$ cat config.mk
export PLATFORM = sky130hd
export DESIGN_NAME = fp_subsys
export DESIGN_NICKNAME = d
export VERILOG_FILES = /design/src/rtl/fp_pkg.sv /design/src/rtl/fp_exec_stage.sv /design/src/rtl/fp_regfile.sv /design/src/rtl/fp_sgnj_minmax.sv /design/src/rtl/fp_status_regs.sv /design/src/rtl/fp_subsys.sv
export VERILOG_INCLUDE_DIRS = /design/src /design/src/include
export SDC_FILE = /design/constraint.sdc
export NUM_CORES = 2
export LEC_CHECK = 0
export BUFFER_PORTS_ARGS = -buffer_cell sky130_fd_sc_hd__buf_4
export CAP_MARGIN = 30
export CORE_ASPECT_RATIO = 0.7
export CORE_UTILIZATION = 60
export DETAILED_ROUTE_END_ITERATION = 10
export PLACE_DENSITY_LB_ADDON = 0.05
export SETUP_SLACK_MARGIN = 0.2
export SLEW_MARGIN = 10
export SYNTH_ARGS = -nofsm -noshare
export SYNTH_HDL_FRONTEND = slang
export SYNTH_SLANG_ARGS = --single-unit
$ cat constraint.sdc
create_clock -name clk -period 7.2 [get_ports clk]
set_clock_uncertainty 0.15 [all_clocks]
set_input_delay 1.08 -clock clk [delete_from_list [all_inputs] [get_ports clk]]
set_output_delay 1.08 -clock clk [all_outputs]
set_load 0.03 [all_outputs]
$ cat src/include/fp_consts.svh
`ifndef FP_CONSTS_SVH
`define FP_CONSTS_SVH

// Single-precision data width
`define FP_XLEN 32

// Register file geometry
`define FP_NREGS 32
`define FP_AW 5

// Width of the retired-operation counter, wraps on overflow
`define FP_CNT_W 16

// Canonical quiet NaN returned when both min/max operands are NaN
`define FP_CANON_NAN 32'h7fc0_0000

`endif

$ cat src/rtl/fp_pkg.sv
package fp_pkg;

`include "fp_consts.svh"

  // One FP register value, also used for raw integer bit patterns
  typedef logic [`FP_XLEN-1:0] fp_word_t;

  // Register index
  typedef logic [`FP_AW-1:0] fp_addr_t;

  // Accrued flags, bit 4 down to bit 0 is NV, DZ, OF, UF, NX
  typedef logic [4:0] fp_flags_t;

  // Retired-operation count
  typedef logic [`FP_CNT_W-1:0] fp_cnt_t;

  // Operations handled by the execute block
  typedef enum logic [2:0] {
    OP_FMV_W_X = 3'd0,
    OP_FSGNJ   = 3'd1,
    OP_FSGNJN  = 3'd2,
    OP_FSGNJX  = 3'd3,
    OP_FMIN    = 3'd4,
    OP_FMAX    = 3'd5
  } fp_op_e;

endpackage

$ cat src/rtl/fp_exec_stage.sv
`timescale 1ns/1ps

module fp_exec_stage (
  input  logic             clk,
  input  logic             rst_n,

  // Issue port
  input  logic             issue_valid,
  output logic             issue_ready,
  input  fp_pkg::fp_op_e   issue_op,
  input  fp_pkg::fp_addr_t issue_rd,
  input  fp_pkg::fp_addr_t issue_rs1,
  input  fp_pkg::fp_addr_t issue_rs2,
  input  fp_pkg::fp_word_t issue_int_data,

  // Response port
  output logic             resp_valid,
  input  logic             resp_ready,
  output fp_pkg::fp_addr_t resp_rd,
  output fp_pkg::fp_word_t resp_data,

  // Operand fetch and datapath result
  output fp_pkg::fp_addr_t rs1_addr,
  output fp_pkg::fp_addr_t rs2_addr,
  input  fp_pkg::fp_word_t res,
  input  logic             res_nv,

  // Writeback and status update
  output logic             wb_en,
  output fp_pkg::fp_addr_t wb_addr,
  output fp_pkg::fp_word_t wb_data,
  output logic             retire,
  output logic             retire_nv
);

  logic accept;
  logic nv_q;

  // Stage is free when empty or draining this cycle
  assign issue_ready = !resp_valid || resp_ready;
  assign accept      = issue_valid && issue_ready;
  assign retire      = resp_valid && resp_ready;

  // Operands are read straight from the issue fields
  assign rs1_addr = issue_rs1;
  assign rs2_addr = issue_rs2;

  always_ff @(posedge clk) begin
    if (!rst_n) begin
      resp_valid <= 1'b0;
    end else if (accept) begin
      resp_valid <= 1'b1;
    end else if (retire) begin
      resp_valid <= 1'b0;
    end
  end

  // Payload only moves on acceptance, so it holds under back-pressure
  always_ff @(posedge clk) begin
    if (accept) begin
      resp_data <= res;
      resp_rd   <= issue_rd;
      nv_q      <= res_nv;
    end
  end

  // Writeback lands on the retire edge, a reader in the same cycle gets it by bypass
  assign wb_en     = retire;
  assign wb_addr   = resp_rd;
  assign wb_data   = resp_data;
  assign retire_nv = retire && nv_q;

  a_resp_stable : assert property (
    @(posedge clk) disable iff (!rst_n)
    resp_valid && !resp_ready |=>
      resp_valid && $stable(resp_data) && $stable(resp_rd)
  );

  // Only supported opcodes may be issued, and a move needs a known source pattern
  a_issue_legal : assert property (
    @(posedge clk) disable iff (!rst_n)
    issue_valid |->
      (issue_op inside {fp_pkg::OP_FMV_W_X, fp_pkg::OP_FSGNJ, fp_pkg::OP_FSGNJN,
                        fp_pkg::OP_FSGNJX, fp_pkg::OP_FMIN, fp_pkg::OP_FMAX}) &&
      (issue_op != fp_pkg::OP_FMV_W_X || !$isunknown(issue_int_data))
  );

endmodule

$ cat src/rtl/fp_regfile.sv
`timescale 1ns/1ps

`include "fp_consts.svh"

module fp_regfile (
  input  logic             clk,

  input  fp_pkg::fp_addr_t rs1_addr,
  output fp_pkg::fp_word_t rs1_data,

  input  fp_pkg::fp_addr_t rs2_addr,
  output fp_pkg::fp_word_t rs2_data,

  input  fp_pkg::fp_addr_t rs3_addr,
  output fp_pkg::fp_word_t rs3_data,

  input  logic             rd_en,
  input  fp_pkg::fp_addr_t rd_addr,
  input  fp_pkg::fp_word_t rd_data
);

  fp_pkg::fp_word_t regs [`FP_NREGS];

  // Plain flop array, f0 is writable like any other entry
  always_ff @(posedge clk) begin
    if (rd_en) begin
      regs[rd_addr] <= rd_data;
    end
  end

  // Returns the pending write data on an address match, else the stored word
  function automatic fp_pkg::fp_word_t read_port(
    input fp_pkg::fp_addr_t addr,
    input fp_pkg::fp_word_t stored,
    input logic             wr_en,
    input fp_pkg::fp_addr_t wr_addr,
    input fp_pkg::fp_word_t wr_data
  );
    fp_pkg::fp_word_t word;
    if (wr_en && (wr_addr == addr)) begin
      word = wr_data;
    end else begin
      word = stored;
    end
    return word;
  endfunction

  // Operand ports used by the execute stage
  always_comb begin
    rs1_data = read_port(rs1_addr, regs[rs1_addr], rd_en, rd_addr, rd_data);
    rs2_data = read_port(rs2_addr, regs[rs2_addr], rd_en, rd_addr, rd_data);
  end

  // Third port, serves the host debug read
  always_comb begin
    rs3_data = read_port(rs3_addr, regs[rs3_addr], rd_en, rd_addr, rd_data);
  end

  // A write with an unknown index would corrupt an arbitrary register
  a_wr_addr_known : assert property (
    @(posedge clk) rd_en |-> !$isunknown(rd_addr)
  );

endmodule

$ cat src/rtl/fp_sgnj_minmax.sv
`timescale 1ns/1ps

`include "fp_consts.svh"

module fp_sgnj_minmax (
  input  fp_pkg::fp_op_e   op,
  input  fp_pkg::fp_word_t a,
  input  fp_pkg::fp_word_t b,
  input  fp_pkg::fp_word_t int_data,
  output fp_pkg::fp_word_t result,
  output logic             nv
);

  // Single-precision field positions
  localparam int SIGN    = `FP_XLEN - 1;
  localparam int EXP_MSB = SIGN - 1;
  localparam int EXP_LSB = 23;
  localparam int QUIET   = EXP_LSB - 1;

  // Exponent all ones with a nonzero mantissa
  function automatic logic is_nan(input fp_pkg::fp_word_t x);
    return (&x[EXP_MSB:EXP_LSB]) && (|x[QUIET:0]);
  endfunction

  // Signalling NaN has the quiet bit clear and some lower mantissa bit set
  function automatic logic is_snan(input fp_pkg::fp_word_t x);
    return (&x[EXP_MSB:EXP_LSB]) && !x[QUIET] && (|x[QUIET-1:0]);
  endfunction

  logic             a_nan;
  logic             b_nan;
  logic             a_snan;
  logic             b_snan;
  logic             a_lt_b;
  fp_pkg::fp_word_t minmax;

  assign a_nan  = is_nan(a);
  assign b_nan  = is_nan(b);
  assign a_snan = is_snan(a);
  assign b_snan = is_snan(b);

  // Ordering of non-NaN values in sign-magnitude form
  // A differing sign decides alone, so -0 sorts below +0
  always_comb begin
    if (a[SIGN] != b[SIGN]) begin
      a_lt_b = a[SIGN];
    end else if (a[SIGN]) begin
      a_lt_b = a[EXP_MSB:0] > b[EXP_MSB:0];
    end else begin
      a_lt_b = a[EXP_MSB:0] < b[EXP_MSB:0];
    end
  end

  // NaN operands are dropped in favour of the other operand
  always_comb begin
    if (a_nan && b_nan) begin
      minmax = `FP_CANON_NAN;
    end else if (a_nan) begin
      minmax = b;
    end else if (b_nan) begin
      minmax = a;
    end else if (op == fp_pkg::OP_FMIN) begin
      minmax = a_lt_b ? a : b;
    end else begin
      minmax = a_lt_b ? b : a;
    end
  end

  // Result select, magnitude always comes from a for sign injection
  always_comb begin
    result = '0;
    nv     = 1'b0;
    case (op)
      fp_pkg::OP_FMV_W_X: begin
        result = int_data;
      end
      fp_pkg::OP_FSGNJ: begin
        result = {b[SIGN], a[EXP_MSB:0]};
      end
      fp_pkg::OP_FSGNJN: begin
        result = {~b[SIGN], a[EXP_MSB:0]};
      end
      fp_pkg::OP_FSGNJX: begin
        result = {a[SIGN] ^ b[SIGN], a[EXP_MSB:0]};
      end
      fp_pkg::OP_FMIN, fp_pkg::OP_FMAX: begin
        result = minmax;
        // Only a signalling NaN raises invalid, quiet NaNs pass silently
        nv     = a_snan | b_snan;
      end
      default: begin
        result = '0;
      end
    endcase
  end

endmodule

$ cat src/rtl/fp_status_regs.sv
`timescale 1ns/1ps

module fp_status_regs (
  input  logic              clk,
  input  logic              rst_n,

  // Retire events from the execute stage
  input  logic              retire,
  input  logic              retire_nv,

  // Host access
  input  logic              status_clr,
  output fp_pkg::fp_flags_t flags,
  output fp_pkg::fp_cnt_t   retired_count
);

  // Bit position of the invalid-operation flag
  localparam int NV_BIT = 4;

  // Accrued flags are sticky until the host clears them
  always_ff @(posedge clk) begin
    if (!rst_n) begin
      flags <= '0;
    end else if (status_clr) begin
      flags <= '0;
    end else if (retire && retire_nv) begin
      flags[NV_BIT] <= 1'b1;
    end
  end

  // Counts every retired operation, wraps at the top
  always_ff @(posedge clk) begin
    if (!rst_n) begin
      retired_count <= '0;
    end else if (status_clr) begin
      // Clear wins over a retire in the same cycle
      retired_count <= '0;
    end else if (retire) begin
      retired_count <= fp_pkg::fp_cnt_t'(retired_count + 1'b1);
    end
  end

endmodule

$ cat src/rtl/fp_subsys.sv
`timescale 1ns/1ps

module fp_subsys (
  input  logic              clk,
  input  logic              rst_n,

  // Issue port
  input  logic              issue_valid,
  output logic              issue_ready,
  input  fp_pkg::fp_op_e    issue_op,
  input  fp_pkg::fp_addr_t  issue_rd,
  input  fp_pkg::fp_addr_t  issue_rs1,
  input  fp_pkg::fp_addr_t  issue_rs2,
  input  fp_pkg::fp_word_t  issue_int_data,

  // Response port
  output logic              resp_valid,
  input  logic              resp_ready,
  output fp_pkg::fp_addr_t  resp_rd,
  output fp_pkg::fp_word_t  resp_data,

  // Host debug read
  input  fp_pkg::fp_addr_t  dbg_addr,
  output fp_pkg::fp_word_t  dbg_data,

  // Host status
  input  logic              status_clr,
  output fp_pkg::fp_flags_t flags,
  output fp_pkg::fp_cnt_t   retired_count
);

  fp_pkg::fp_addr_t rs1_addr;
  fp_pkg::fp_addr_t rs2_addr;
  fp_pkg::fp_word_t rs1_data;
  fp_pkg::fp_word_t rs2_data;
  fp_pkg::fp_word_t res;
  logic             res_nv;
  logic             wb_en;
  fp_pkg::fp_addr_t wb_addr;
  fp_pkg::fp_word_t wb_data;
  logic             retire;
  logic             retire_nv;

  // Port 3 is dedicated to the host debug read
  fp_regfile u_regfile (
    .clk      (clk),
    .rs1_addr (rs1_addr),
    .rs1_data (rs1_data),
    .rs2_addr (rs2_addr),
    .rs2_data (rs2_data),
    .rs3_addr (dbg_addr),
    .rs3_data (dbg_data),
    .rd_en    (wb_en),
    .rd_addr  (wb_addr),
    .rd_data  (wb_data)
  );

  fp_sgnj_minmax u_datapath (
    .op       (issue_op),
    .a        (rs1_data),
    .b        (rs2_data),
    .int_data (issue_int_data),
    .result   (res),
    .nv       (res_nv)
  );

  fp_exec_stage u_stage (
    .clk            (clk),
    .rst_n          (rst_n),
    .issue_valid    (issue_valid),
    .issue_ready    (issue_ready),
    .issue_op       (issue_op),
    .issue_rd       (issue_rd),
    .issue_rs1      (issue_rs1),
    .issue_rs2      (issue_rs2),
    .issue_int_data (issue_int_data),
    .resp_valid     (resp_valid),
    .resp_ready     (resp_ready),
    .resp_rd        (resp_rd),
    .resp_data      (resp_data),
    .rs1_addr       (rs1_addr),
    .rs2_addr       (rs2_addr),
    .res            (res),
    .res_nv         (res_nv),
    .wb_en          (wb_en),
    .wb_addr        (wb_addr),
    .wb_data        (wb_data),
    .retire         (retire),
    .retire_nv      (retire_nv)
  );

  fp_status_regs u_status (
    .clk           (clk),
    .rst_n         (rst_n),
    .retire        (retire),
    .retire_nv     (retire_nv),
    .status_clr    (status_clr),
    .flags         (flags),
    .retired_count (retired_count)
  );

endmodule

==> impl_metrics.py <==
metrics = {
    "sta": {
        "setup_viol": 0,
        "hold_slack_ps": 352.9,
        "period_needed_ps": 6328,
        "drv_slew": 0,
        "max_freq_mhz": 158.0,
        "rsz0062_at_grt": "no",
        "hold_viol": 0,
        "worst_pin_slew_ps": 1065,
        "worst_slack_ps": 871.7,
        "setup_tns_ps": 0,
        "max-slew-margin-rel_pct": 28.83,
        "fin_crit_sh_pct": 87.89,
    },
    "status": {
        "status": "completed",
    },
    "synthesis": {
        "synth_compound_area_share_pct": 7.669,
        "synth_seq_area_share_pct": 53.11,
        "synth_xor_area_share_pct": 0.3730,
        "ys_seq_elements": 1080,
        "async_flop_share_pct": 0,
        "synth_top_family_by_area": "multiplexers",
        "yosys.area_share.simple_pct": 2.769,
        "synthAdderAreaFrac_pct": 0.6594,
        "yosys_warnings": 0,
        "syn-mean-instance-area_um2": 15.74,
        "synth_ff_type": "edfxtp_1",
        "synthDistinctLibCells": 68,
        "netlist_instances": 3857,
        "synth_edf_count": 1062,
        "synthMuxAreaShare_pct": 32.10,
        "syn-cell-area_um2": 60720,
    },
    "drt": {
        "ant_nets": 0,
        "vias_per_cell": 7.866,
        "drc": 0,
        "wl_um": 213900,
        "drt_iter0_markers": 7185,
        "dr.pass1.iters": 6,
        "vias": 42700,
        "detail_route.wl_per_cell_um": 39.41,
    },
    "die": {
        "rows": 97,
        "die_h_um": 268.2,
        "dieArea_um2": 102500,
        "die_w_um": 382.2,
        "start_util_pct": 60.64,
        "io-pin-count": 152,
        "coreArea_um2": 100100,
    },
    "clock_tree": {
        "clockBufferDepth": 3,
        "clock_latency_ps": 730,
        "cts_buffers": 104,
        "clk_pin_slew_ps": 70,
        "clock-sinks": 1080,
        "cts_tree": "yes",
        "htree_levels": 3,
        "root_buffer": "clkbuf_16",
        "postCtsHoldBufs": 0,
        "post_cts_buffers": 0,
        "postCtsResizedCells": 0,
    },
    "place": {
        "io_buffers": 147,
        "gp_congestion": 0.9626,
        "place_area_um2": 64390,
        "pre_cts_slack_ps": 427.6,
        "dpl.hpwl_um": 127800,
    },
    "setup_path": {
        "critPathKind": "primary input to flop",
        "reg2reg_slack_ps": 1310,
        "path_cells": "buf_4 -> buf_12 -> and2_4 -> buf_12 -> a22oi_1 -> a21oi_1 -> nor4_1 -> mux2i_1 -> inv_1 -> ha_1 -> nor2b_1 -> o21ai_0 -> nand2b_1 -> a31oi_1 -> o31ai_1 -> o21ai_0 -> a21oi_1 -> xnor2_1 -> nor2_2 -> o22a_4 -> o221ai_1",
        "crit_family": "compound AO/OA/AOI/OAI gates",
        "crit_arrival_ps": 6620,
        "reg2reg_to": "u_stage.resp_data[5]",
        "cp_num_buf_inv": 4,
        "worstReg2RegStart": "u_stage.resp_rd[4]",
        "crit_path_top_delay_cell": "mux2i_1",
        "path_max_fanout": 41,
        "r2r_cells": 18,
        "max_stage_delay_ps": 490,
        "crit_required_ps": 7490,
        "critPathCaptureType": "flop",
        "worst_setup_path_start_kind": "primary input",
    },
    "hold_path": {
        "whs_path_depth": 2,
        "hold_end": "u_status.flags[4]",
        "hold_start": "u_stage.nv_q",
        "hp-class": "flop to flop",
    },
    "grt": {
        "grt.total_usage_pct": 41.45,
        "first_global_vias": 41550,
        "grt_max_degree": 110,
        "grt-ovfl-total": 0,
        "grt_antenna_before_repair": 3,
        "grt_pass1_wl_um": 301200,
    },
    "pwr": {
        "report.power.total_mw": 14.79,
        "vdd.ir_drop.worst_mv": 0.1919,
        "leakagePower_nw": 23.95,
        "powerDensity_nw_per_um2": 218.3,
    },
    "layout": {
        "syn_to_final_growth_pct": 11.57,
        "stdcell_area_um2": 67750,
        "finalNetCount": 4103,
        "diodes": 0,
        "layout-drive-gt1-share_pct": 26.78,
    },
    "flow_run": {
        "max-cap-violations": 0,
    },
}
-- metal layers --
layer	vias up	global-route usage, %	wire length [um]
met4	7	18.78	10660
met3	691	14.45	33140
met5	-	0.5556	104
li1	16490	-	-
met2	3868	59.40	92600
met1	21640	57.34	77390
-- registers in the layout (all words and copies together) (netlist names) --
register                count
u_stage.resp_valid          1
u_stage.nv_q                1
u_stage.resp_data          32
u_stage.resp_rd             5
u_regfile.regs           1024
u_status.retired_count     16
u_status.flags              1
-- metrics by stage --
step / cells / utilization (%)
2_1_floorplan: 3860 / -
3_3_place_gp: 5227 / 64.09
3_5_place_dp: 5237 / 64.31
4_1_cts: 5424 / 67.56
5_1_grt: 5428 / 67.66
6_report: 5428 / 67.66
-- cells by family after synthesis --
family | count (synthesis)
buffers and inverters | 374
AO/OA/AOI/OAI | 690
AND/OR/NAND/NOR | 336
XOR/XNOR | 25
adder cells (fa/ha/maj) | 32
multiplexers | 1319
other | 1
flip-flops | 1080
-- layout make-up --
class	count	area [um^2]
tap	1336	1672
clock buffer	128	2776
multi-input combinational	2406	26810
inverter	36	135.1
clock inverter	59	480.5
fill	6688	32380
sequential	1080	32250
timing repair buffer	383	3622
-- report_power, final --
group / switching, mW / internal (mW)
registers: 0.0385 / 7.08
clock network: 2.44 / 3.01
logic: 1.38 / 0.854
-- tightest hold or removal path, delay by kind of cell, from the launching register on --
family	cells	cell delay, ps
AO/OA/AOI/OAI	1	50
flip-flops	1	320
AND/OR/NAND/NOR	1	90
-- how the worst max path moves through the flow --
| stage | startpoint | endpoint | cells past startpoint |
|---|---|---|---|
| 3_5_place_dp | issue_rs2[1] | u_stage.resp_data[5] | 20 |
| 5_1_grt | issue_rs1[0] | u_stage.resp_data[5] | 21 |
| 2_1_floorplan | issue_rs1[1] | u_stage.resp_data[14] | 21 |
| 4_1_cts | issue_rs2[1] | u_stage.resp_data[5] | 20 |
| 3_3_place_gp | issue_rs1[0] | u_stage.resp_data[1] | 21 |
| 6_report | issue_rs1[1] | u_stage.resp_data[5] | 21 |
-- synth_stat cells (12+ instances only) --
cell type  instances  area share (%)
a21oi_1          236             1.9
a22oi_1          356             4.4
and2_1            12            0.12
buf_1             33            0.20
buf_2             61            0.50
buf_4             57            0.70
buf_6             37            0.69
clkbuf_1         146            0.90
dfxtp_1           18            0.59
edfxtp_1        1062              53
ha_1              32            0.66
inv_1             35            0.22
mux2i_1          815              13
mux4_2           502              19
nand2_1           73            0.45
nand3_1           12           0.099
nand4_1           24            0.25
nor2_1           108            0.67
nor2b_1           15            0.15
nor4_1            48            0.49
o21ai_0           15            0.12
o221ai_1          20            0.29
xor2_1            20            0.29
-- layout by cell type, fill, tap and decap left out, types with 6 or more instances in the layout --
master,Yosys,routed
a21o_1,9,9
a21oi_1,236,236
a22oi_1,356,356
a31oi_1,6,6
a32oi_1,10,10
and2_1,12,9
buf_12,1,47
buf_4,57,324
bufinv_16,0,8
clkbuf_1,146,19
clkbuf_16,0,108
clkinv_1,0,25
clkinv_2,0,21
dfxtp_1,18,18
edfxtp_1,1062,1062
ha_1,32,32
inv_1,35,35
mux2i_1,815,815
mux4_2,502,502
nand2_1,73,73
nand2b_1,10,6
nand3_1,12,10
nand4_1,24,24
nor2_1,108,74
nor2_4,0,34
nor2b_1,15,11
nor4_1,48,48
o21ai_0,15,15
o221ai_1,20,20
o31ai_1,6,6
or3_1,10,10
xor2_1,20,20
Power figures use the tool's default switching activity.
